==> src/common/chroni_pkg.sv <==
package chroni_pkg;

   // Text geometry.
   localparam int text_cols = 16;
   localparam int text_rows = 4;
   localparam int glyph_h   = 8;

   // Horizontal timing in sys_clk cycles.
   localparam int h_active = 128;
   localparam int h_total  = 640;
   localparam int hs_start = 200;
   localparam int hs_len   = 64;

   // Vertical timing in lines.
   localparam int v_active = 32;
   localparam int v_total  = 40;
   localparam int vs_start = 34;
   localparam int vs_len   = 2;

   // Memory layout.
   localparam int mem_addr_w = 13;
   localparam logic [mem_addr_w-1:0] text_base = 13'h1e00;
   localparam logic [mem_addr_w-1:0] font_base = 13'h0000;

   // CPU register map.
   localparam logic [3:0] reg_fg        = 4'd0;
   localparam logic [3:0] reg_bg        = 4'd1;
   localparam logic [3:0] reg_pal_index = 4'd2;
   localparam logic [3:0] reg_pal_data  = 4'd3;

   typedef struct packed {
      logic       en;
      logic [3:0] addr;
      logic [7:0] data;
   } reg_wr_t;

   typedef struct packed {
      logic        en;
      logic [7:0]  index;
      logic [15:0] colour;
   } pal_wr_t;

   typedef struct packed {
      logic       en;
      logic       bank;
      logic [7:0] col_base;
      logic [7:0] bits;
      logic [7:0] fg;
      logic [7:0] bg;
   } glyph_wr_t;

   typedef struct packed {
      logic hs;
      logic vs;
      logic de;
   } video_sync_t;

   typedef struct packed {
      logic [4:0] r;
      logic [5:0] g;
      logic [4:0] b;
   } rgb565_t;

endpackage

==> src/hdl/chroni_regs.sv <==
`timescale 1ns/1ps

module chroni_regs (
   input  logic                sys_clk,
   input  logic                reset,
   input  chroni_pkg::reg_wr_t cpu_wr,
   output chroni_pkg::pal_wr_t pal_wr,
   output logic [7:0]          fg_index,
   output logic [7:0]          bg_index
);
   import chroni_pkg::*;

   typedef enum logic [1:0] {
      st_low,
      st_high,
      st_commit
   } pal_state_t;

   pal_state_t pal_state;
   logic [7:0] pal_index;
   logic [7:0] colour_lo;
   logic [7:0] colour_hi;

   always_ff @(posedge sys_clk) begin
      if (reset) begin
         pal_state <= st_low;
         pal_index <= '0;
         fg_index  <= '0;
         bg_index  <= '0;
      end else begin
         // Auto-increment after each committed entry.
         if (pal_state == st_commit) begin
            pal_index <= pal_index + 8'd1;
            pal_state <= st_low;
         end
         if (cpu_wr.en) begin
            case (cpu_wr.addr)
               reg_fg:        fg_index <= cpu_wr.data;
               reg_bg:        bg_index <= cpu_wr.data;
               reg_pal_index: begin
                  pal_index <= cpu_wr.data;
                  pal_state <= st_low;
               end
               reg_pal_data:  pal_state <= (pal_state == st_high) ? st_commit : st_high;
               default:       ;
            endcase
         end
      end
   end

   always_ff @(posedge sys_clk) begin
      if (cpu_wr.en && cpu_wr.addr == reg_pal_data) begin
         if (pal_state == st_high) begin
            colour_hi <= cpu_wr.data;
         end else begin
            colour_lo <= cpu_wr.data;
         end
      end
   end

   assign pal_wr = '{en: pal_state == st_commit, index: pal_index,
                     colour: {colour_hi, colour_lo}};

endmodule

==> config.mk <==
export PLATFORM = sky130hd
export DESIGN_NAME = chroni_regs
export DESIGN_NICKNAME = d
export VERILOG_FILES = /design/src/common/chroni_pkg.sv /design/src/hdl/chroni_regs.sv
export SDC_FILE = /design/constraint.sdc
export NUM_CORES = 1
export LEC_CHECK = 0
export BUFFER_PORTS_ARGS = -buffer_cell sky130_fd_sc_hd__buf_2
export CAP_MARGIN = 40
export CORE_ASPECT_RATIO = 0.6
export CORE_MARGIN = 5
export CORE_UTILIZATION = 32
export CTS_BUF_LIST = sky130_fd_sc_hd__clkbuf_4
export DETAILED_ROUTE_END_ITERATION = 6
export GPL_ROUTABILITY_DRIVEN = 0
export SLEW_MARGIN = 0
export SYNTH_ARGS = -nofsm -noshare
export SYNTH_HDL_FRONTEND = slang
export SYNTH_SLANG_ARGS = --single-unit
==> constraint.sdc <==
create_clock -name sys_clk -period 2 [get_ports sys_clk]
set_input_delay 0.1 -clock sys_clk [delete_from_list [all_inputs] [get_ports sys_clk]]
set_output_delay 0.1 -clock sys_clk [all_outputs]
set_load 0.01 [all_outputs]
==> flow_metrics.tcl <==
set metrics [dict create \
    clock_latency_ps 360 \
    status "complete, no violations" \
    finClkSkew_ps 15.1 \
    vias 1439 \
    ys_warn_count 0 \
    cp.required_ps 2280 \
    setup_viol 0 \
    drt_pass1_iterations 4 \
    fin_crit_sh_pct 80.5 \
    grt_antenna_before_repair 0 \
    grt_max_degree 27 \
    ctsHoldBuffers 4 \
    syn-num-nets 171 \
    finalCriticalPeriod_ps 1610 \
    antennaDiodeCount 0 \
    die_h_um 65.8 \
    yosysMostFrequentCell "dfxtp_1" \
    slew_violations 0 \
    ys_top_cells_by_count "26 x dfxtp_1, 19 x nand3_1, 19 x o21ai_0, 18 x a21oi_1, 16 x edfxtp_1" \
    yosysUniqueCellTypes 29 \
    grt_overflow 0 \
    synthArstFlopShare_pct 0 \
    hold_viol_final 0 \
    synth.cell_area_mm2 0.00166 \
    synth_seq_cells 42 \
    post_cts.repair.setup_buffers 0 \
    max_cap_violations 0 \
    start_kind "flip-flop" \
    cts_root_buffer "clkbuf_4" \
    whs_path_depth 1 \
    viasPerCell 5.07 \
    postRouteWirelength_um 4380 \
    critPathMaxFanout 6 \
    port_buffers 55 \
    drt_iter0_drc 78 \
    ant_nets 0 \
    drc 0 \
    cts_resized 0 \
    tightest_slew_ps 492 \
    wl_per_cell_um 15.4 \
    grt_pass1_vias 1305 \
    synth_area_leader_cell "dfxtp_1" \
    yosys-top-cells-area "dfxtp_1 31%, edfxtp_1 29%, nand3_1 5.7%, o21ai_0 5.7%, a21oi_1 5.4%" \
    synthCells 155 \
    drive_gt1_share_pct 32.1 \
    coreArea_mm2 0.00505 \
    path_class "reg2reg" \
    grt_use_total_pct 13.3 \
    cts_sinks 42 \
    power.density_mw_per_mm2 728 \
    peakVddDrop_mv 0.281 \
    htree_levels 2 \
    max_freq_mhz 621 \
    cts_tree "yes" \
    std_cell_rows 20 \
    leakagePower_nw 0.839 \
    synth_edf_count 16 \
    grt_setup_unrepaired "false" \
    yosysSeqAreaShare_pct 60.2 \
    clkTransAtPathRegs_ps 140 \
    start_util_pct 32.9 \
    setup_tns_ps 0 \
    syn_to_final_growth_pct 29.4 \
    grt_pass1_wl_um 6850 \
    hold_class "in2reg" \
    finalPower_mw 1.56 \
    place_hpwl_um 3170 \
    die_w_um 103 \
    die-area_mm2 0.00678 \
    end_kind "flip-flop" \
    io_pins 56 \
    ys.flop_type "dfxtp_1" \
    worstRegToRegCells 4 \
    clk_path_buf_depth 2 \
    cts-buffers-inserted 5 \
    syn_avg_cell_area_um2 10.7 \
    relSlewSlack_pct 66.7 \
    nets 233 \
    critPathArrivalTime_ps 1890 \
    yosysTopAreaCellShare_pct 31.3 \
]
-- cell type report --
type                       count  area [um2]
inverter                       3        11.3
fill                         500        2910
sequential                    42        1000
clock inverter                 2        37.5
clock buffer                   6        45.0
timing repair buffer          65         363
multi-input combinational    100         609
tap                           66        82.6
-- state kept, by name, summed over array words and instances, names as in the netlist --
name       cells
bg_index       8
colour_hi      8
colour_lo      8
fg_index       8
pal_index      8
pal_state      2
-- report_power, final --
group          internal [mW]  switching [mW]  total [mW]
registers              0.896         0.00753       0.904
clock network          0.277           0.280       0.558
logic                 0.0382          0.0648       0.103
total                   1.21           0.353        1.56
-- worst max-delay path: stages (launching register included) --
cell	delay [ps]
dfxtp_1	460
ha_1	220
inv_1	80
or4_1	520
a311oi_1	260
-- routing by layer --
metal  up-vias  part of all wire (%)  GRT usage, %
met5         -                     0             0
met4         0                  0.59          3.39
met3         5                   9.3          4.43
met2        58                    38          16.3
met1       659                    52          21.4
li1        717                     -             -
-- layout by cell type, fill, tap and decap left out, drive strengths merged, types with 3 or more instances in the layout --
| cell type | instances |
|---|---|
| buf | 60 |
| o21ai | 19 |
| clkbuf | 6 |
| dlygate4sd3 | 5 |
| a211oi | 3 |
| edfxtp | 16 |
| or3 | 4 |
| nand2 | 5 |
| nand3 | 19 |
| a21oi | 18 |
| a311oi | 5 |
| nor3 | 9 |
| dfxtp | 26 |
-- worst paths after layout --
check	from	end	slack, ps
worst max register to register	pal_index[0]	pal_index[6]	390
worst min-delay path	cpu_wr[5]	colour_hi[5]	20
worst min register to register	fg_index[0]	fg_index[0]	480
worst max-delay path	pal_index[0]	pal_index[6]	390
-- kinds of logic (layout without fill, tap and decap cells) --
family	count (synthesis)	in the layout	synth area share, %
xor gates and xnor gates	2	2	1.05
DFF	42	42	60.2
adders and majority gates	1	1	0.753
muxes	1	1	0.602
buffers and inverters	13	76	3.09
AOI/OAI and AO/OA	47	47	16.0
and+or+nand+nor	49	49	18.2
-- stage by stage --
step                setup WS (ps)  area (um2)  hold slack, ps  util, %  cells
finish                        390        2150            24.0     42.5    284
detailed placement            421        2020             375     39.9    271
global placement              484        2020             371     39.9    271
global route                  335        2150            8.02     42.5    284
CTS                           383        2140            5.12     42.3    283
floorplan                     317        1660             199        -    155
(Power assumes the default switching activity.)
