===== src/common/chroni_pkg.sv =====
package chroni_pkg;

   // Text geometry.
   localparam int text_cols = 16;
   localparam int text_rows = 4;
   localparam int glyph_h   = 8;

   // Horizontal timing in sys_clk cycles.
   localparam int h_active = 128;
   localparam int h_total  = 640;
   localparam int hs_start = 200;
   localparam int hs_len   = 64;

   // Vertical timing in lines.
   localparam int v_active = 32;
   localparam int v_total  = 40;
   localparam int vs_start = 34;
   localparam int vs_len   = 2;

   // Memory layout.
   localparam int mem_addr_w = 13;
   localparam logic [mem_addr_w-1:0] text_base = 13'h1e00;
   localparam logic [mem_addr_w-1:0] font_base = 13'h0000;

   // CPU register map.
   localparam logic [3:0] reg_fg        = 4'd0;
   localparam logic [3:0] reg_bg        = 4'd1;
   localparam logic [3:0] reg_pal_index = 4'd2;
   localparam logic [3:0] reg_pal_data  = 4'd3;

   typedef struct packed {
      logic       en;
      logic [3:0] addr;
      logic [7:0] data;
   } reg_wr_t;

   typedef struct packed {
      logic        en;
      logic [7:0]  index;
      logic [15:0] colour;
   } pal_wr_t;

   typedef struct packed {
      logic       en;
      logic       bank;
      logic [7:0] col_base;
      logic [7:0] bits;
      logic [7:0] fg;
      logic [7:0] bg;
   } glyph_wr_t;

   typedef struct packed {
      logic hs;
      logic vs;
      logic de;
   } video_sync_t;

   typedef struct packed {
      logic [4:0] r;
      logic [5:0] g;
      logic [4:0] b;
   } rgb565_t;

endpackage


===== src/video_timing/video_timing.sv =====
`timescale 1ns/1ps

module video_timing (
   input  logic                    sys_clk,
   input  logic                    reset,
   output chroni_pkg::video_sync_t sync,
   output logic                    frame_start,
   output logic                    render_start,
   output logic [5:0]              render_line,
   output logic                    render_bank,
   output logic                    rd_bank,
   output logic [7:0]              rd_col
);
   import chroni_pkg::*;

   logic [9:0] h_cnt;
   logic [5:0] v_cnt;
   logic       h_last;
   logic       v_last;
   logic [5:0] next_line;

   assign h_last    = (h_cnt == 10'(h_total - 1));
   assign v_last    = (v_cnt == 6'(v_total - 1));
   assign next_line = v_last ? 6'd0 : v_cnt + 6'd1;

   always_ff @(posedge sys_clk) begin
      if (reset) begin
         h_cnt <= '0;
         v_cnt <= '0;
      end else if (h_last) begin
         h_cnt <= '0;
         v_cnt <= v_last ? 6'd0 : v_cnt + 6'd1;
      end else begin
         h_cnt <= h_cnt + 10'd1;
      end
   end

   always_ff @(posedge sys_clk) begin
      if (reset) begin
         sync         <= '0;
         frame_start  <= 1'b0;
         render_start <= 1'b0;
      end else begin
         sync.hs <= (h_cnt >= 10'(hs_start)) && (h_cnt < 10'(hs_start + hs_len));
         sync.vs <= (v_cnt >= 6'(vs_start)) && (v_cnt < 6'(vs_start + vs_len));
         sync.de <= (h_cnt < 10'(h_active)) && (v_cnt < 6'(v_active));
         // Render one line ahead, so the last blank line prepares line 0.
         render_start <= (h_cnt == 10'd0) && (v_last || v_cnt < 6'(v_active - 1));
         frame_start  <= (h_cnt == 10'd0) && v_last;
      end
   end

   always_ff @(posedge sys_clk) begin
      rd_col      <= h_cnt[7:0];
      rd_bank     <= v_cnt[0];
      render_line <= next_line;
      render_bank <= next_line[0];
   end

endmodule

===== config.mk =====
export PLATFORM = sky130hd
export DESIGN_NAME = video_timing
export DESIGN_NICKNAME = d
export VERILOG_FILES = /design/src/common/chroni_pkg.sv /design/src/video_timing/video_timing.sv
export SDC_FILE = /design/constraint.sdc
export NUM_CORES = 1
export LEC_CHECK = 0
export BUFFER_PORTS_ARGS = -buffer_cell sky130_fd_sc_hd__buf_2
export CAP_MARGIN = 5
export CORE_ASPECT_RATIO = 0.6
export CORE_MARGIN = 10
export CORE_UTILIZATION = 55
export CTS_BUF_LIST = sky130_fd_sc_hd__clkbuf_8
export CTS_CLUSTER_DIAMETER = 60
export DETAILED_ROUTE_END_ITERATION = 8
export MAX_ROUTING_LAYER = met4
export PLACE_DENSITY = 0.76
export SLEW_MARGIN = 20
export SYNTH_ARGS = -nofsm -noshare
export SYNTH_HDL_FRONTEND = slang
export SYNTH_SLANG_ARGS = --single-unit

===== constraint.sdc =====
create_clock -name sys_clk -period 1.6 [get_ports sys_clk]
set_input_delay 0 -clock sys_clk [delete_from_list [all_inputs] [get_ports sys_clk]]
set_output_delay 0 -clock sys_clk [all_outputs]
set_load 0.01 [all_outputs]

==> results.md <==
* Status: finished, final reports clean
* Design area at ~1700 um2
* H-tree lvl count at 2
* Core box area at around 2500 um2
* Clock latency on the worst-skew pair at roughly 290 ps
* WP depth at 5
* Layout cells sized above 1 at 29.45%
* Synth Net Count at 141
* Overall power at around 1800 uW
* Clock Skew at roughly 5.2 ps
* R2R Path End: v_cnt[0]
* Clock slew at reported path FFs at 70 ps
* Worst r2r path cells at 5
* Worst hold slack at ~100 ps
* Post-synthesis cell type count at 40
* Die area at around 5100 um2
* Initial antenna violation count at 0
* Clock Path Buffers at 2
* Remaining antenna violation count at 0
* DRC Markers at 0
* Vias/cell at between 5 and 6
* CTS tree: yes
* Synthesized area per cell at 10.45 um2
* Worst r2r src: h_cnt[4]
* Ys Warns at 0
* Worst-margin pin slew at between 300 and 400 ps
* Total iterations of the first detailed-routing run at 4
* Vias at 1010
* Largest stage delay on the critical path at ~460 ps
* Area Growth Syn to Fin at 17.57%
* Routed len/inst at 14.59 um
* Max Slew Vio Count at 0
* Critical Path AT at 1650 ps
* Worst Hold Path Cells at 2
* Worst Hold Class: primary input to flop
* Crit path launch type: flop
* Crit-path cells: nand4_4, nor3_4, buf_6, mux2i_1, nor2_1
* Worst Setup EP: v_cnt[0]
* Commonest non-fill, non-tap cell in the layout: dfxtp_1
* Netlist Area Pre-Place at 1410 um2
* Commonest non-fill, non-tap cells in the layout: dfxtp_1 (34), buf_2 (22), nor2_1 (11)
* Sequential area share after synthesis at around half
* Crit path kind: flop to flop
* Fin crit period at 1483 ps
* Port buffer count at 22
* Max-Cap Viols at 0
* Relative slew slack at 75.09%
* Pleak at 0.0007355 uW
* Asr flop ratio synth at 0%
* Cell row count at 14
* First-pass GRT wire length at approximately 4.5 mm
* CP delay by family, top: simple AND/OR/NAND/NOR gates
* Gr ovfl total at 0
* CP max FO at 6
* Final setup vio count at 0
* F_max at 674.2 MHz
* Routability Congestion at roughly 0.81
* Ant. Diodes at 0
* Reg2reg setup slack at 120 ps
* Worst path bufs/invs at 1
* Req. time, crit path at between 1500 and 2000 ps
* Synth Register Bits at 36
* Syn Inst Count at 135
* Drt total wl at 2.845 mm
* 1st-iter DRT viols at 48
* Crit-path slowest cell: dfxtp_1
* Final core occ at 67.12%
* Final nets at roughly 170
* Clock sink count at 36
* Die width at 85.37 um
* Top FF cell, synth: dfxtp_1
* Die height at about 59 um
* RSZ-0062 raised after global routing: false
* Worst VDD drop at 0.0006854 V
* Crit path launch: h_cnt[4]
* Placed Area at 1539 um2
* Largest net degree at the start of global routing at 21
* Fin crit share at just over 90%
* TritonCTS Buffers at 5
* Top-level I/O count at 23
* Total track usage at 11.85%
* Final Hold Viols at 0
* Power density over the cells at ~1100 nW/um2
* Post-synth EDFFs at 0
* Initial core utilization at 57.09%
* Sum Neg Setup Slack at 0 ps
* Nature of the critical path endpoint: flop
* Clk root buf: clkbuf_8
* Vias in the first global route at 943
* Final HPWL DP at 2.036 mm
power breakdown:
part | internal, uW | switching, uW
registers | 913 | 7.35
logic | 26.8 | 36.5
clock network | 456 | 318
total | 1400 | 362
per-stage QoR:
| stage | cells | worst slack, ps |
|---|---|---|
| 6_report | 195 | 116.7 |
| 5_1_grt | 195 | 29.25 |
| 4_1_cts | 195 | 58.21 |
| 3_5_place_dp | 187 | 87.26 |
| 3_3_place_gp | 187 | 139.5 |
| 2_1_floorplan | 135 | 136.3 |
logic make-up after synthesis:
kind of cell               count (synthesis)  synth area share, %
muxes                                      3                2.484
buffers and inverters                     16                7.363
and+or+nand+nor                           53                22.81
AOI/OAI and AO/OA                         13                6.478
adders and majority gates                  4                3.549
DFF                                       36                51.11
xor gates and xnor gates                  10                6.211
registers in the layout (all words and copies together), names as in the netlist:
name          flops
frame_start       1
render_line       6
v_cnt             6
render_start      1
h_cnt            10
rd_col            8
sync              3
rd_bank           1
synthesized netlist by cell type (all sizes together) (2+ instances only):
library cell,instances,area share (%)
clkbuf,3,1.6
xor2,4,2.5
mux2i,2,1.4
buf,7,4.2
inv,6,1.6
nand2,5,1.3
nand3b,2,1.1
a21oi,4,1.4
and3,2,0.89
nand3,5,1.8
nor3b,3,1.6
dfxtp,36,51
xnor2,6,3.7
nor2,12,3.4
or3,3,1.3
a31oi,3,1.3
ha,4,3.5
nor3,13,6.1
worst reg2reg max path, delay by kind of cell (launching register included):
family / cells / cell delay, ps
and+or+nand+nor: 3 / 560
DFF: 1 / 460
buffers and inverters: 1 / 170
muxes: 1 / 180
what timing repair did:
action                                  CTS  global route
setup buffers                             0             0
endpoints found under the setup margin    0             3
gates resized for setup                   0             4
hold buffers                              0             0
worst min path at each step:
stage	from	end	slack (ps)
CTS	reset	h_cnt[2]	90
global placement	h_cnt[1]	rd_col[1]	370
detailed placement	h_cnt[1]	rd_col[1]	380
floorplan	reset	sync[0]	180
global route	reset	h_cnt[4]	110
finish	reset	h_cnt[2]	100
layout make-up:
class | instances | area, um2
sequential | 36 | 723.2
inverter | 6 | 22.52
clock buffer | 5 | 68.82
tap | 32 | 40.04
fill | 187 | 812.0
timing repair buffer | 30 | 173.9
clock inverter | 3 | 38.79
multi-input combinational | 83 | 590.6
layer usage:
| metal | track usage, % | up-vias | wire [um] |
|---|---|---|---|
| met4 | 7.009 | 0 | 64 |
| met2 | 15.85 | 19 | 1209 |
| li1 | - | 508 | - |
| met1 | 14.72 | 476 | 1438 |
| met3 | 4.533 | 7 | 133 |
| met5 | - | - | 0 |
Note: power is estimated with default switching activity, not from simulation.
