$ cat config.mk
export PLATFORM = sky130hd
export DESIGN_NAME = palette_lut
export DESIGN_NICKNAME = d
export VERILOG_FILES = /design/src/common/chroni_pkg.sv /design/src/hdl/palette_lut.sv
export SDC_FILE = /design/constraint.sdc
export NUM_CORES = 2
export LEC_CHECK = 0
export BUFFER_PORTS_ARGS = -buffer_cell sky130_fd_sc_hd__buf_2
export CAP_MARGIN = 10
export CELL_PAD_IN_SITES_DETAIL_PLACEMENT = 0
export CELL_PAD_IN_SITES_GLOBAL_PLACEMENT = 1
export CORE_MARGIN = 5
export CORE_UTILIZATION = 40
export DETAILED_ROUTE_END_ITERATION = 10
export PLACE_DENSITY_LB_ADDON = 0.1
export SKIP_CTS_REPAIR_TIMING = 1
export SYNTH_ARGS = -nofsm -noshare
export SYNTH_HDL_FRONTEND = slang
export SYNTH_SLANG_ARGS = --single-unit
$ cat constraint.sdc
create_clock -name sys_clk -period 3 [get_ports sys_clk]
set_clock_uncertainty 0.15 [all_clocks]
set_input_delay 0 -clock sys_clk [delete_from_list [all_inputs] [get_ports sys_clk]]
set_output_delay 0 -clock sys_clk [all_outputs]
set_load 0.03 [all_outputs]
$ cat src/common/chroni_pkg.sv
package chroni_pkg;

   // Text geometry.
   localparam int text_cols = 16;
   localparam int text_rows = 4;
   localparam int glyph_h   = 8;

   // Horizontal timing in sys_clk cycles.
   localparam int h_active = 128;
   localparam int h_total  = 640;
   localparam int hs_start = 200;
   localparam int hs_len   = 64;

   // Vertical timing in lines.
   localparam int v_active = 32;
   localparam int v_total  = 40;
   localparam int vs_start = 34;
   localparam int vs_len   = 2;

   // Memory layout.
   localparam int mem_addr_w = 13;
   localparam logic [mem_addr_w-1:0] text_base = 13'h1e00;
   localparam logic [mem_addr_w-1:0] font_base = 13'h0000;

   // CPU register map.
   localparam logic [3:0] reg_fg        = 4'd0;
   localparam logic [3:0] reg_bg        = 4'd1;
   localparam logic [3:0] reg_pal_index = 4'd2;
   localparam logic [3:0] reg_pal_data  = 4'd3;

   typedef struct packed {
      logic       en;
      logic [3:0] addr;
      logic [7:0] data;
   } reg_wr_t;

   typedef struct packed {
      logic        en;
      logic [7:0]  index;
      logic [15:0] colour;
   } pal_wr_t;

   typedef struct packed {
      logic       en;
      logic       bank;
      logic [7:0] col_base;
      logic [7:0] bits;
      logic [7:0] fg;
      logic [7:0] bg;
   } glyph_wr_t;

   typedef struct packed {
      logic hs;
      logic vs;
      logic de;
   } video_sync_t;

   typedef struct packed {
      logic [4:0] r;
      logic [5:0] g;
      logic [4:0] b;
   } rgb565_t;

endpackage

$ cat src/hdl/palette_lut.sv
`timescale 1ns/1ps

module palette_lut (
   input  logic                sys_clk,
   input  chroni_pkg::pal_wr_t pal_wr,
   input  logic [7:0]          rd_index,
   output chroni_pkg::rgb565_t rgb
);

   logic [15:0] pal_mem [256];
   logic [15:0] rd_word;

   always_ff @(posedge sys_clk) begin
      if (pal_wr.en) begin
         pal_mem[pal_wr.index] <= pal_wr.colour;
      end
   end

   always_ff @(posedge sys_clk) begin
      rd_word <= pal_mem[rd_index];
   end

   // RGB565 layout, red in the top bits.
   always_comb begin
      rgb.r = rd_word[15:11];
      rgb.g = rd_word[10:5];
      rgb.b = rd_word[4:0];
   end

endmodule

==> impl_metrics.env <==
export IMPL_synthDominantCellAreaShare_pct=77.5
export IMPL_synth_distinct_cells=52
export IMPL_drtIter0Drc=8593
export IMPL_path_delay_family="buffers and inverters"
export IMPL_die_height_um=640
export IMPL_proportion_of_synthesized_area_in_mux_cells_pct=15.5
export IMPL_hold_slack_ns=0.0241
export IMPL_startpoint_type="input pin"
export IMPL_critPathMaxFanout=16
export IMPL_dpl_worst_slack_ns=-0.877
export IMPL_postLayoutSetupSlackWorst_ns=-0.00133
export IMPL_clk_root_buffer_cell="sky130_fd_sc_hd__clkbuf_16"
export IMPL_initial_util_pct=40.1
export IMPL_violations="setup timing"
export IMPL_timing_max_transition_violations_final=0
export IMPL_grt_max_degree=120
export IMPL_max_vdd_ir_drop_v=0.000471
export IMPL_period_share_pct=100
export IMPL_layout_filler_cells=32700
export IMPL_detailedPlacementHpwl_um=293000
export IMPL_postSynthCellCount=7360
export IMPL_insertion_delay_ns=1.00
export IMPL_globalRoute_totalOverflow=0
export IMPL_cts_buffers=443
export IMPL_postRouteWirelength_um=479000
export IMPL_worst_slew_pin_transition_ns=1.26
export IMPL_cpMostUsedCell="sky130_fd_sc_hd__dlygate4sd3_1"
export IMPL_firstDrtPassIters=5
export IMPL_wire_length_of_the_first_global_routing_pass_um=659000
export IMPL_finalSetupViolations=2
export IMPL_synth_ff_type="sky130_fd_sc_hd__edfxtp_1"
export IMPL_most_instantiated_library_cell_after_synthesis="sky130_fd_sc_hd__edfxtp_1"
export IMPL_final_cell_count_no_fill=14000
export IMPL_synth_largest_area_cell="sky130_fd_sc_hd__edfxtp_1"
export IMPL_avgViaCountPerCell=5.72
export IMPL_first_global_vias=80800
export IMPL_drcViolationCount=0
export IMPL_layout_drive_gt1_share_pct=30.6
export IMPL_via_count=80300
export IMPL_floorplan_die_width_um=640
export IMPL_synthesized_area_mm2=0.159
export IMPL_ys_seq_area_share_pct=77.7
export IMPL_outcome="complete, but fails checks"
export IMPL_cts_clk_slew_worst_paths_ns=0.06
export IMPL_ys_seq_elements=4112
export IMPL_power_density_mw_per_mm2=661
export IMPL_headroom_to_the_max_slew_limit_pct=16.0
export IMPL_dp_cells=13100
export IMPL_synth_compound_area_share_pct=3.54
export IMPL_antenna_left=0
export IMPL_cts_buffer_depth=4
export IMPL_design_portCount=50
export IMPL_final_net_count=8433
export IMPL_timing_hold_worst_class="in2reg"
export IMPL_xor_xnor_cell_area_share_of_the_yosys_netlist_pct=0
export IMPL_worst_endpoint_arrival_ns=3.53
export IMPL_num_rows=231
export IMPL_level_count_of_the_clock_h_tree=5
export IMPL_clock_sinks=4112
export IMPL_place_port_buffers=49
export IMPL_async_flop_share_pct=0
export IMPL_combinational_family_with_the_most_area_after_synthesis="multiplexers"
export IMPL_final_core_utilization_pct=47.4
export IMPL_syn2layout_area_growth_pct=18.0
export IMPL_setup_worst_path_class="in2reg"
export IMPL_worst_path_buf_inv=7
export IMPL_regArea_mm2=0.123
export IMPL_p_leak_nw=60.3
export IMPL_edff_count_synth=4096
export IMPL_netlist_top_cells_area="sky130_fd_sc_hd__edfxtp_1 77%, sky130_fd_sc_hd__mux4_2 11%, sky130_fd_sc_hd__mux2i_1 3.6%"
export IMPL_max_cap_violation_count=0
export IMPL_crit_path_cell_trace="dlygate4sd3_1 -> buf_2 -> nor2_1 -> dlygate4sd3_1 -> nand2_1 -> dlygate4sd3_1 -> buf_4 -> nor2_2 -> dlygate4sd3_1 -> buf_12"
export IMPL_die_area_mm2=0.409
export IMPL_antenna_violations_before_repair=41
export IMPL_worstPathRequired_ns=3.53
export IMPL_setup_worst_path_end_class="flip-flop"
export IMPL_global_route_usage_total_pct=22.9
export IMPL_multiInputGateArea_mm2=0.0333
export IMPL_synth_simple_gate_area_share_pct=1.57
export IMPL_cpMaxStageDelayCell="sky130_fd_sc_hd__dlygate4sd3_1"
export IMPL_postSynthAreaPerCell_um2=21.6
export IMPL_post_drt_wl_per_cell_um=34.2
export IMPL_maxClockFrequency_ghz=0.333
export IMPL_yosys_top_cells_count="4096 x sky130_fd_sc_hd__edfxtp_1, 797 x sky130_fd_sc_hd__mux4_2, 565 x sky130_fd_sc_hd__mux2i_1"
export IMPL_post_synth_adder_cell_area_pct=0
export IMPL_final_hold_violation_count=0
export IMPL_post_route_min_period_ns=3.00
export IMPL_cp_slowest_stage_delay_ns=0.71
export IMPL_synthesis_nets=7394
export IMPL_globalplace_congestion=0.831
export IMPL_core_area_mm2=0.396
export IMPL_synth_warn=0
export IMPL_power_total_mw=124
export IMPL_cts_tree="done"
## layout by cell type (no fill, tap or decap), drive strengths merged, types with 11 or more instances in the layout
cell type,instances
edfxtp,4096
buf,986
mux4,797
mux2i,565
clkbuf,563
nor2,304
o221ai,253
clkinv,196
a21oi,175
o22ai,148
nor3,92
mux2,88
dlygate4sd3,59
a22oi,43
nand2,38
o21ai,38
bufinv,37
nand3,35
a22o,32
a221oi,28
nand4,26
o32ai,21
a211oi,18
nor4,18
o31ai,16
dfxtp,16
inv,16
diode,14
clkinvlp,14
and3,11
## layer usage
layer | part of all wire, % | up-vias | track usage (%)
met5 | 0.0083 | - | 0
met2 | 48 | 2606 | 37.2
met4 | 2.4 | 6 | 5.30
met3 | 6.7 | 552 | 4.03
met1 | 43 | 43700 | 32.4
li1 | - | 33500 | -
## per-stage QoR
stage / TNS (ns) / area, um2
floorplan: 0 / 159000
global placement: -6.88 / 172000
detailed placement: -6.17 / 172000
CTS: -1.21 / 187000
global route: -0.161 / 187000
finish: -0.00209 / 187000
## report_power, final
group | leakage (nW) | switching, mW | internal [mW]
clock network | 6.87 | 22.6 | 30.7
registers | 36.9 | 0.143 | 63.3
logic | 16.5 | 4.38 | 2.57
total | 60.3 | 27.2 | 96.6
## flip-flops by register name (all words and copies together), names as in the netlist
name	count
rgb	16
pal_mem	4096
## kinds of logic (layout without fill, tap and decap cells)
kind of cell	count (synthesis)	in the layout
buffers and inverters	456	1871
AND/OR/NAND/NOR	556	556
other	0	14
AO/OA/AOI/OAI	786	786
multiplexers	1450	1450
flip-flops	4112	4112
## worst paths after layout
path | start | endpoint | slack (ns) | cells after the start
setup / recovery | pal_wr[22] | pal_mem[21][9]$_DFFE_PP_ | -0.001 | 10
hold / removal | pal_wr[7] | pal_mem[154][7]$_DFFE_PP_ | 0.02 | 2
setup reg to reg | pal_mem[52][13]$_DFFE_PP_ | rgb[13]$_DFF_P_ | 0.09 | 7
hold reg to reg | pal_mem[218][5]$_DFFE_PP_ | rgb[5]$_DFF_P_ | 0.89 | 6
## cell type report
type,instances,area share [%]
flip-flops and latches,4112,65.8
multi-input cells,2792,17.8
clock buffers,562,6.24
repair buffers,1046,5.31
well taps,5242,3.50
clock inverters,259,1.31
diodes,14,0.0187
inverters,4,0.0147
Power figures use the tool's default switching activity.
