[config.mk]
export PLATFORM = sky130hd
export DESIGN_NAME = char_gen
export DESIGN_NICKNAME = d
export VERILOG_FILES = /design/src/common/chroni_pkg.sv /design/src/char_gen/char_gen.sv
export SDC_FILE = /design/constraint.sdc
export NUM_CORES = 1
export LEC_CHECK = 0
export BUFFER_PORTS_ARGS = -buffer_cell sky130_fd_sc_hd__buf_2
export CORE_MARGIN = 1.5
export CORE_UTILIZATION = 47
export CTS_CLUSTER_SIZE = 14
export DETAILED_ROUTE_END_ITERATION = 12
export GPL_ROUTABILITY_DRIVEN = 0
export PLACE_DENSITY = 0.65
export SETUP_SLACK_MARGIN = 0.02
export SLEW_MARGIN = 20
export SYNTH_ARGS = -nofsm -noshare
export SYNTH_HDL_FRONTEND = slang
export SYNTH_SLANG_ARGS = --single-unit
export TNS_END_PERCENT = 1
[constraint.sdc]
create_clock -name sys_clk -period 2.4 [get_ports sys_clk]
set_input_delay 0 -clock sys_clk [delete_from_list [all_inputs] [get_ports sys_clk]]
set_output_delay 0 -clock sys_clk [all_outputs]
set_load 0.02 [all_outputs]
[src/common/chroni_pkg.sv]
package chroni_pkg;

   // Text geometry.
   localparam int text_cols = 16;
   localparam int text_rows = 4;
   localparam int glyph_h   = 8;

   // Horizontal timing in sys_clk cycles.
   localparam int h_active = 128;
   localparam int h_total  = 640;
   localparam int hs_start = 200;
   localparam int hs_len   = 64;

   // Vertical timing in lines.
   localparam int v_active = 32;
   localparam int v_total  = 40;
   localparam int vs_start = 34;
   localparam int vs_len   = 2;

   // Memory layout.
   localparam int mem_addr_w = 13;
   localparam logic [mem_addr_w-1:0] text_base = 13'h1e00;
   localparam logic [mem_addr_w-1:0] font_base = 13'h0000;

   // CPU register map.
   localparam logic [3:0] reg_fg        = 4'd0;
   localparam logic [3:0] reg_bg        = 4'd1;
   localparam logic [3:0] reg_pal_index = 4'd2;
   localparam logic [3:0] reg_pal_data  = 4'd3;

   typedef struct packed {
      logic       en;
      logic [3:0] addr;
      logic [7:0] data;
   } reg_wr_t;

   typedef struct packed {
      logic        en;
      logic [7:0]  index;
      logic [15:0] colour;
   } pal_wr_t;

   typedef struct packed {
      logic       en;
      logic       bank;
      logic [7:0] col_base;
      logic [7:0] bits;
      logic [7:0] fg;
      logic [7:0] bg;
   } glyph_wr_t;

   typedef struct packed {
      logic hs;
      logic vs;
      logic de;
   } video_sync_t;

   typedef struct packed {
      logic [4:0] r;
      logic [5:0] g;
      logic [4:0] b;
   } rgb565_t;

endpackage

[src/char_gen/char_gen.sv]
`timescale 1ns/1ps

module char_gen (
   input  logic                              sys_clk,
   input  logic                              reset,
   input  logic                              frame_start,
   input  logic                              render_start,
   input  logic [5:0]                        render_line,
   input  logic                              render_bank,
   input  logic [7:0]                        fg_index,
   input  logic [7:0]                        bg_index,
   output logic [chroni_pkg::mem_addr_w-1:0] mem_addr,
   output logic                              mem_rd_req,
   input  logic                              mem_rd_ack,
   input  logic [7:0]                        mem_data,
   output chroni_pkg::glyph_wr_t             glyph_wr,
   input  logic                              wr_busy
);
   import chroni_pkg::*;

   typedef enum logic [2:0] {
      st_idle,
      st_text_read,
      st_text_wait,
      st_font_read,
      st_font_wait,
      st_glyph_write,
      st_done
   } cg_state_t;

   cg_state_t  state;
   logic [3:0] col;
   logic [2:0] scan;
   logic [1:0] row;
   logic       bank;
   logic [7:0] line_fg;
   logic [7:0] line_bg;
   logic [7:0] font_byte;
   logic [7:0] glyph_bits;
   logic [7:0] glyph_base;
   logic       glyph_en;
   logic [7:0] text_store [text_cols];

   always_ff @(posedge sys_clk) begin
      if (reset) begin
         state      <= st_idle;
         col        <= '0;
         mem_rd_req <= 1'b0;
         glyph_en   <= 1'b0;
      end else begin
         glyph_en <= 1'b0;
         if (render_start) begin
            col        <= '0;
            mem_rd_req <= 1'b0;
            // Codes are fetched only on the first scan row of a text row.
            state <= (render_line[2:0] == 3'd0) ? st_text_read : st_font_read;
         end else if (frame_start) begin
            mem_rd_req <= 1'b0;
            state      <= st_idle;
         end else begin
            case (state)
               st_text_read: begin
                  mem_rd_req <= 1'b1;
                  state      <= st_text_wait;
               end
               st_text_wait: begin
                  if (mem_rd_ack) begin
                     mem_rd_req <= 1'b0;
                     col        <= col + 4'd1;
                     state <= (col == 4'(text_cols - 1)) ? st_font_read : st_text_read;
                  end
               end
               st_font_read: begin
                  mem_rd_req <= 1'b1;
                  state      <= st_font_wait;
               end
               st_font_wait: begin
                  if (mem_rd_ack) begin
                     mem_rd_req <= 1'b0;
                     state      <= st_glyph_write;
                  end
               end
               st_glyph_write: begin
                  if (!wr_busy) begin
                     glyph_en <= 1'b1;
                     if (col == 4'(text_cols - 1)) begin
                        state <= st_done;
                     end else begin
                        col   <= col + 4'd1;
                        state <= st_font_read;
                     end
                  end
               end
               st_done: state <= st_idle;
               default: state <= st_idle;
            endcase
         end
      end
   end

   always_ff @(posedge sys_clk) begin
      if (render_start) begin
         scan    <= render_line[2:0];
         row     <= render_line[4:3];
         bank    <= render_bank;
         line_fg <= fg_index;
         line_bg <= bg_index;
      end
      case (state)
         st_text_read: mem_addr <= text_base + mem_addr_w'({row, col});
         st_text_wait: if (mem_rd_ack) text_store[col] <= mem_data;
         st_font_read: mem_addr <= font_base + mem_addr_w'({text_store[col], scan});
         st_font_wait: if (mem_rd_ack) font_byte <= mem_data;
         st_glyph_write: begin
            glyph_bits <= font_byte;
            glyph_base <= {col, 3'b000};
         end
         default: ;
      endcase
   end

   assign glyph_wr = '{en: glyph_en, bank: bank, col_base: glyph_base,
                       bits: glyph_bits, fg: line_fg, bg: line_bg};

endmodule

==> flow_metrics.tcl <==
set metrics [dict create \
    fin_ws_ps 375.4 \
    dp_hpwl_um 9317 \
    crit_end "mem_addr[4]$_DFFE_PP_" \
    setup_viol 0 \
    synthTopCellsByArea "edfxtp_1, mux4_2, dfxtp_1" \
    die_area_um2 16700 \
    hp-start "frame_start" \
    design_area_um2 9084 \
    grt_max_degree 29 \
    synth_top_cell_by_area "edfxtp_1" \
    multi_input_area_um2 1567 \
    grt_pass1_wl_um 21760 \
    area_delta_synth_final_pct 21.30 \
    seq_area_frac_synth_pct 76.46 \
    antenna_found_initial 0 \
    synth_most_common_cell "edfxtp_1" \
    portBuffers 79 \
    ant_nets 0 \
    tritoncts.num_buffers 17 \
    hold_path_depth 3 \
    synth_edf_count 182 \
    rsz0062_at_grt "false" \
    status "completed" \
    wire_per_inst_um 19.72 \
    cts_buffer_depth 2 \
    fp.dieH_um 129.2 \
    cp-end-kind "register" \
    clkLatencyLatePin_ps 420 \
    period_minus_slack_ps 2025 \
    r2r_slack_ps 380 \
    hold_viol 0 \
    max_freq_mhz 493.9 \
    drive_above_1_share_pct 30.52 \
    worstRegToRegCells 5 \
    yosys_warnings 0 \
    post_cts_buffers 0 \
    totalPowerFinal_mw 6.651 \
    ys_ff_latch 195 \
    grt_pass1_vias 3881 \
    yosysTopAreaCellShare_pct 72.98 \
    vdd_drop_max_mv 0.5193 \
    power_leakage_nw 3.074 \
    drc 0 \
    tritoncts "done" \
    slew_headroom_pct 54.51 \
    slew_violations 0 \
    hold-worst-slack_ps 32.84 \
    htree_levels 4 \
    worst_pin_slew_ps 681.4 \
    viasPerCell 5.323 \
    syn_inst 391 \
    pre_cts_ws_ps 360.4 \
    firstDrtPassIters 4 \
    arrival_ps 2180 \
    ctsResizeCount 0 \
    core_um2 15370 \
    synth_cell_types 46 \
    core.rowCount 45 \
    grt_usage_pct 18.47 \
    path_max_fanout 17 \
    avgSynthCellArea_um2 19.15 \
    pwr_density_cell_nw_per_um2 732.2 \
    required_ps 2550 \
    skew_ps 6.160 \
    ys.flop_type "edfxtp_1" \
    r2r-end "mem_addr[4]$_DFFE_PP_" \
    start_util_pct 48.72 \
    setup-tns-final_ps 0 \
    fillCellCount 1117 \
    regArea_um2 5727 \
    num_vias 3966 \
    netlist_area_um2 7488 \
    cts_root_buf "clkbuf_16" \
    pin_count 85 \
    nets 567 \
    async_reset_ff_share_pct 0 \
    cap_violations 0 \
    clock-sinks 195 \
    synth_commonest_cells "edfxtp_1, mux4_2, nand2_1, nor2_1, dfxtp_1" \
    clk_pin_slew_ps 60 \
    start_kind "register" \
    first_iter_violations 309 \
    antenna_cells 0 \
    post_dp_cell_area_um2 8210 \
    gr-total-overflow 0 \
    worstHoldPathType "in2reg" \
    chipWidth_um 129.2 \
    path_class "reg2reg" \
    wirelength_um 14690 \
    period_share_pct 84.36 \
]
## where the power goes
| group | total (mW) | switching, mW | internal (mW) |
|---|---|---|---|
| combinational | 0.259 | 0.153 | 0.106 |
| sequential | 3.78 | 0.0189 | 3.76 |
| clock | 2.61 | 1.11 | 1.51 |
## how the worst min path moves through the flow
stage / slack (ps) / endpoint
final: 30 / state[0]$_SDFFE_PP0P_
after global routing: 30 / mem_rd_req$_SDFFE_PP0P_
after CTS: 4 / state[0]$_SDFFE_PP0P_
after detailed placement: 180 / line_bg[7]$_DFFE_PP_
after global placement: 180 / line_bg[7]$_DFFE_PP_
after floorplan: 80 / state[1]$_SDFFE_PP0P_
## placed cells by master, fill, tap and decap left out, types with 2 or more instances in the layout
cell           synthesis  routed
or4_1                  2       2
nand2_1               15      15
buf_4                 10      25
o21ai_0                6       6
mux4_2                22      22
clkbuf_16              0      17
mux2i_1               12      12
nor3_1                 8       8
nand2b_1               3       3
buf_12                 1       2
inv_1                  8       8
conb_1                 1       4
nor2b_1                7       7
buf_2                  6      79
clkinv_2               0       2
nand3_1                9       9
or3_1                  2       2
o211ai_1               3       3
bufinv_16              0       2
ha_1                   5       5
nor2_1                15      15
mux4_1                 7       7
dlygate4sd3_1          0      33
or3b_2                 3       3
clkinvlp_4             0       3
a21oi_1               11      11
o31ai_1                4       4
dfxtp_1               13      12
a211oi_1               7       7
edfxtp_1             182     182
## metal layers
layer | vias to the layer above | GRT usage (%) | wire [um]
met5 | - | 0 | 0
met2 | 148 | 32.51 | 7801
met4 | 0 | 6.411 | 240
met1 | 1977 | 22.24 | 5674
li1 | 1822 | - | -
met3 | 19 | 4.624 | 977
## cell type report
| class | count | share of cell area, % |
|---|---|---|
| tap | 211 | 2.906 |
| multi-input combinational | 164 | 17.25 |
| clock buffer | 18 | 4.725 |
| inverter | 8 | 0.3306 |
| timing repair buffer | 139 | 10.50 |
| clock inverter | 10 | 1.253 |
| sequential | 195 | 63.04 |
## kinds of logic (layout without fill, tap and decap cells)
group                      count (synthesis)  in the layout  share of synthesized area (%)
DFF                                      195            195                          76.46
xor gates and xnor gates                   1              1                         0.1170
AOI/OAI and AO/OA                         40             40                          3.843
buffers and inverters                     35            175                          2.774
other                                      1              4                        0.05008
muxes                                     42             42                          10.83
adders and majority gates                  5              5                         0.8354
and+or+nand+nor                           72             72                          5.096
## stage by stage
stage	instances	utilization [%]
after floorplan	394	-
after global placement	684	53.41
after detailed placement	684	53.41
after CTS	744	59.03
after global routing	745	59.10
final	745	59.10
## repair_timing
item	CTS	global route
endpoints found under the setup margin	0	0
hold endpoints to repair	154	8
hold buffers	32	1
## sequential cells by signal, summed over array words and instances, names as in the netlist, 4 cells and up, named ones only
name / flops
text_store: 128
mem_addr: 12
font_byte: 8
glyph_bits: 8
line_bg: 8
line_fg: 8
col: 4
glyph_base: 4
## worst max-delay path, stage by stage (launching register included)
cell	delay (ps)
dfxtp_2	630
buf_12	230
mux4_2	500
nand2b_1	160
o2111ai_1	120
nand3_1	110
No activity file was read; power rests on OpenSTA's default activity.
