## src/common/chroni_pkg.sv

```systemverilog
package chroni_pkg;

   // Text geometry.
   localparam int text_cols = 16;
   localparam int text_rows = 4;
   localparam int glyph_h   = 8;

   // Horizontal timing in sys_clk cycles.
   localparam int h_active = 128;
   localparam int h_total  = 640;
   localparam int hs_start = 200;
   localparam int hs_len   = 64;

   // Vertical timing in lines.
   localparam int v_active = 32;
   localparam int v_total  = 40;
   localparam int vs_start = 34;
   localparam int vs_len   = 2;

   // Memory layout.
   localparam int mem_addr_w = 13;
   localparam logic [mem_addr_w-1:0] text_base = 13'h1e00;
   localparam logic [mem_addr_w-1:0] font_base = 13'h0000;

   // CPU register map.
   localparam logic [3:0] reg_fg        = 4'd0;
   localparam logic [3:0] reg_bg        = 4'd1;
   localparam logic [3:0] reg_pal_index = 4'd2;
   localparam logic [3:0] reg_pal_data  = 4'd3;

   typedef struct packed {
      logic       en;
      logic [3:0] addr;
      logic [7:0] data;
   } reg_wr_t;

   typedef struct packed {
      logic        en;
      logic [7:0]  index;
      logic [15:0] colour;
   } pal_wr_t;

   typedef struct packed {
      logic       en;
      logic       bank;
      logic [7:0] col_base;
      logic [7:0] bits;
      logic [7:0] fg;
      logic [7:0] bg;
   } glyph_wr_t;

   typedef struct packed {
      logic hs;
      logic vs;
      logic de;
   } video_sync_t;

   typedef struct packed {
      logic [4:0] r;
      logic [5:0] g;
      logic [4:0] b;
   } rgb565_t;

endpackage

```

## src/hdl/line_buffer.sv

```systemverilog
`timescale 1ns/1ps

module line_buffer (
   input  logic                  sys_clk,
   input  logic                  reset,
   input  chroni_pkg::glyph_wr_t glyph_wr,
   output logic                  wr_busy,
   input  logic                  rd_bank,
   input  logic [7:0]            rd_col,
   output logic [7:0]            rd_index
);
   import chroni_pkg::*;

   logic [7:0]                   buf_mem [2*h_active];
   logic [3:0]                   wr_cnt;
   logic [7:0]                   wr_bits;
   logic [7:0]                   wr_fg;
   logic [7:0]                   wr_bg;
   logic                         wr_bank;
   logic [$clog2(h_active)-1:0]  wr_pos;

   assign wr_busy = (wr_cnt != 4'd0);

   always_ff @(posedge sys_clk) begin
      if (reset) begin
         wr_cnt <= '0;
      end else if (glyph_wr.en && !wr_busy) begin
         wr_cnt <= 4'(glyph_h);
      end else if (wr_busy) begin
         wr_cnt <= wr_cnt - 4'd1;
      end
   end

   // One pixel per cycle, MSB is the leftmost pixel.
   always_ff @(posedge sys_clk) begin
      if (glyph_wr.en && !wr_busy) begin
         wr_bits <= glyph_wr.bits;
         wr_fg   <= glyph_wr.fg;
         wr_bg   <= glyph_wr.bg;
         wr_bank <= glyph_wr.bank;
         wr_pos  <= glyph_wr.col_base[$clog2(h_active)-1:0];
      end else if (wr_busy) begin
         buf_mem[{wr_bank, wr_pos}] <= wr_bits[7] ? wr_fg : wr_bg;
         wr_bits <= {wr_bits[6:0], 1'b0};
         wr_pos  <= wr_pos + 1'b1;
      end
   end

   always_ff @(posedge sys_clk) begin
      rd_index <= buf_mem[{rd_bank, rd_col[$clog2(h_active)-1:0]}];
   end

endmodule

```

## config.mk

```make
export PLATFORM = sky130hd
export DESIGN_NAME = line_buffer
export DESIGN_NICKNAME = d
export VERILOG_FILES = /design/src/common/chroni_pkg.sv /design/src/hdl/line_buffer.sv
export SDC_FILE = /design/constraint.sdc
export NUM_CORES = 2
export LEC_CHECK = 0
export BUFFER_PORTS_ARGS = -buffer_cell sky130_fd_sc_hd__buf_2
export CAP_MARGIN = 20
export CORE_ASPECT_RATIO = 2
export CORE_MARGIN = 5
export CORE_UTILIZATION = 60
export DETAILED_ROUTE_END_ITERATION = 16
export HOLD_SLACK_MARGIN = 0.06
export PLACE_DENSITY = 0.76
export SYNTH_ARGS = -nofsm -noshare
export SYNTH_HDL_FRONTEND = slang
export SYNTH_SLANG_ARGS = --single-unit
```

## constraint.sdc

```tcl
create_clock -name sys_clk -period 8.2 [get_ports sys_clk]
set_clock_uncertainty 0.05 [all_clocks]
set_input_delay 0 -clock sys_clk [delete_from_list [all_inputs] [get_ports sys_clk]]
set_output_delay 0 -clock sys_clk [all_outputs]
set_load 0.02 [all_outputs]
```

==> impl.org <==
** Timing
- For the pin with the worst max-slew slack, the measured transition is 1.14 ns.
- Dividing the final minimum period by the clock period gives 0.478.
- Measured against its own limit, the worst slew margin works out to 0.243.
- Maximum achievable frequency :: 255 MHz
- Setup repair after global routing left no endpoint under its margin.
- Setup violations remaining at the end of the flow were counted as 0.
- Fin. Hold Viols :: 0
- Slew Limit Fails :: 0
- In the final timing run, aggregate negative setup slack is 0 ns.
- The routed design could run at a clock period as short as 3.92 ns.
- Setup WS post-layout :: 4.28 ns

** Yosys
- The synthesized design contains 2080 enable-type register cells.
- Among all flip-flop cells after synthesis, the most frequent one is edfxtp_1.
- Cell area after technology mapping :: 81700 µm²
- Top cell type by total area after synthesis :: edfxtp_1
- Total nets after synthesis :: 4054
- Post-synth top area share :: 0.765
- After synthesis, the share of flip-flops with an asynchronous set or reset is 0.
- Ranked by total cell area, the synthesized netlist is headed by edfxtp_1 76%, mux4_2 11%, mux2i_1 2.8%, nor2_1 1.3%, a22oi_1 0.81%.
- During synthesis, Yosys emitted a total of 0 warnings.
- Top cells by instance count after synthesis :: 2080 x edfxtp_1, 396 x mux4_2, 281 x nor2_1, 232 x mux2i_1, 117 x a21oi_1
- Synth cell types :: 68
- Synthesis produced 4003 cells.
- Total of flip-flops plus latches after synthesis :: 2092
- Sequential cell area fraction in the yosys report :: 0.768
- Most common cell in the synthesized netlist :: edfxtp_1
- A synthesized cell averages 20.4 µm².

** Min path
- The worst hold path terminates at wr_cnt[1]$_SDFFE_PP0P_.
- The path class of the tightest hold or removal check is primary input to flip-flop.
- The worst hold path passes through 5 cells.
- The worst hold path begins at glyph_wr[33].

** Clock tree
- Worst-Skew Late Latency :: 0.83 ns
- Buffers inserted during clock tree synthesis total 171.
- Clock input transition at the sequential cells of the worst setup and hold paths :: 0.07 ns
- CTS H-tree lvls :: 4
- Once the clock tree was built, the setup fixing pass inserted 0 buffers.
- In this run, post-CTS repair resized a total of 0 instances.
- Maximum clock path buffer count :: 4
- TritonCTS built the clock tree.
- Root buffer cell :: clkbuf_16
- The number of hold buffers added after CTS was 70.
- The clock net in this run drives a total of 2092 sinks.

** Power
- Sequential cell fraction of total power :: 0.539
- Leakage :: 28.1 nW
- Net Switching :: 6.51 mW
- Relative contribution of combinational cells to total power :: 0.130
- Worst supply voltage drop on vdd :: 0.859 mV
- Pint :: 18.6 mW
- Net switching share of the total power :: 0.259
- Of the total power, the clock network draws 0.331.
- Final total power :: 25.2 mW
- Power density over the cells :: 281 nW/µm²

** Route
- In the final routed layout, each cell accounts on average for 34.3 µm.
- Initial DRC Count :: 4611
- Once detail routing completed, the nets flagged for antenna violations numbered 0.
- Number of design rule violations left after detail routing :: 0
- Post-detailed-routing wire length :: 206 mm
- Number of iterations in the first detailed-routing pass :: 6
- Via Count :: 41000
- Via density :: 6.84

** Placed design
- Including well taps, the total number of placed cells is 5616.
- OpenSTA, run right after detailed placement, puts the worst setup slack at 4.04 ns.
- Routability congestion estimate :: 0.912
- The wire-length estimate of the detail-placed layout is 123 mm.
- Buffers placed on the I/O ports in this run total 51.

** Die
- Placeable core area :: 135000 µm²
- The die covers 144000 µm².
- Die boundary width :: 271 µm
- I/O pins :: 54
- Row count :: 191
- Initial Utilization :: 0.604
- The die is 532 µm tall.

** Worst setup path
- Launch instance of the worst register-to-register path :: wr_cnt[0]$_SDFFE_PP0P_
- Kind of start point of the critical path :: flip-flop
- Critical Path Fanout Max :: 9
- The endpoint identified for the worst register-to-register timing path is buf_mem[240][0]$_DFFE_PP_.
- CP arrival :: 4.29 ns
- CP Data Required Time :: 8.57 ns
- Measured in cells, the most critical reg-to-reg path has a length of 7.
- By startpoint and endpoint, the worst setup path is classified as flip-flop to flip-flop.
- Worst-case register-to-register setup slack :: 4.28 ns
- Worst Setup End Kind :: flip-flop

** Run
- Maximum Capacitance Violations :: 0

** Finish
- Fraction of final layout cells with drive strength greater than 1 :: 0.192
- At the end of the flow the core is filled with cells to 0.663.
- Area growth from synthesis to layout :: 9.76%
- Finished Layout Cells :: 5998
- Register area :: 62700 µm²
- Total number of nets in the final design :: 4177
- Area taken by multi-input logic gates :: 17500 µm²
- Filler cells :: 8391

** GRT
- In the global route stage, overall resource usage came out at 0.285.
- Wire length of the first global-routing pass :: 295 mm
- Number of global-route vias before repair :: 42400
- The total overflow left after global routing is 0.
- The initial antenna violation count was 6.
- Largest net degree at the start of global routing :: 176

** Status
- Result of the run :: finished clean
-- logic make-up after synthesis --
group           share of synthesized area
flops                               0.768
mux                                 0.143
simple gates                       0.0284
compound gates                     0.0393
buf+inv                            0.0197
xor+xnor                         0.000644
fa+ha+maj                        0.000919
-- how the worst max path moves through the flow --
stage,from,end,slack (ns),cells past startpoint
after floorplan,wr_bits[7]$_DFFE_PP_,buf_mem[0][0]$_DFFE_PP_,5.13,2
after CTS,wr_cnt[0]$_SDFFE_PP0P_,buf_mem[240][0]$_DFFE_PP_,4.39,7
after detailed placement,rd_col[0],rd_index[4]$_DFF_P_,4.04,8
final,wr_cnt[0]$_SDFFE_PP0P_,buf_mem[240][0]$_DFFE_PP_,4.28,7
after global placement,rd_col[0],rd_index[4]$_DFF_P_,4.09,8
after global routing,wr_cnt[0]$_SDFFE_PP0P_,buf_mem[58][1]$_DFFE_PP_,4.25,7
-- metrics by stage --
stage | instance area [µm²] | hold slack, ns
2_1_floorplan | 81700 | 0.0191
3_3_place_gp | 83300 | 0.126
3_5_place_dp | 83300 | 0.128
4_1_cts | 89500 | 0.113
5_1_grt | 89600 | 0.177
6_report | 89600 | 0.152
-- final cells by class --
class,instances,area share
Antenna cell,5,0.000140
Clock buffer,196,0.0496
Clock inverter,107,0.0124
Inverter,10,0.000447
Multi-Input combinational cell,1656,0.195
Sequential cell,2092,0.700
Tap cell,1737,0.0242
Timing Repair Buffer,195,0.0183
-- registers in the layout (all words and copies together), names as in the netlist --
| signal | cells |
|---|---|
| buf_mem | 2048 |
| rd_index | 8 |
| wr_bg | 8 |
| wr_bits | 8 |
| wr_fg | 8 |
| wr_pos | 7 |
| wr_cnt | 4 |
| wr_bank | 1 |
-- critical path, cell delays in order (launching register included) --
cell	delay, ns
dfxtp_1	0.41
inv_1	0.10
ha_1	0.23
and2_1	0.23
nor3_1	0.52
nand2_1	0.66
buf_4	0.46
nor2_1	0.83
-- per-layer routing --
| metal | track usage | share of wire | wire length [µm] | vias up |
|---|---|---|---|---|
| met4 | 0.222 | 0.10 | 20500 | 0 |
| li1 | - | - | - | 16800 |
| met2 | 0.495 | 0.52 | 108000 | 2378 |
| met3 | 0.0424 | 0.075 | 15500 | 687 |
| met5 | 0 | 0 | 0 | - |
| met1 | 0.312 | 0.30 | 61800 | 21100 |
-- cells in the final DEF (no fill, tap or decap), types with 12 or more instances in the layout --
cell / n
dfxtp_1: 12
edfxtp_1: 2080
a22oi_1: 88
clkinv_2: 43
o22ai_1: 38
o21ai_0: 32
o221ai_1: 62
nor3_1: 29
dlygate4sd3_1: 70
clkinv_1: 27
mux4_2: 396
a21oi_1: 117
mux2_2: 16
bufinv_16: 22
a22o_1: 14
nor2b_1: 12
buf_2: 46
nand2_1: 80
nor2_1: 279
mux2i_1: 232
a211oi_1: 30
clkbuf_16: 174
o31ai_1: 16
or3_1: 14
buf_4: 69
clkbuf_1: 21
nand3_1: 30
-- power by group through the flow --
stage	Sequential, mW	Combinational [mW]	Clock [mW]
final	13.6	3.27	8.32
after CTS	13.6	3.22	8.33
after floorplan	13.8	1.71	0
after global routing	13.6	3.45	8.79
after global placement	13.8	3.01	0
after detailed placement	13.8	3.17	0
Note: power is estimated with default switching activity, not from simulation.
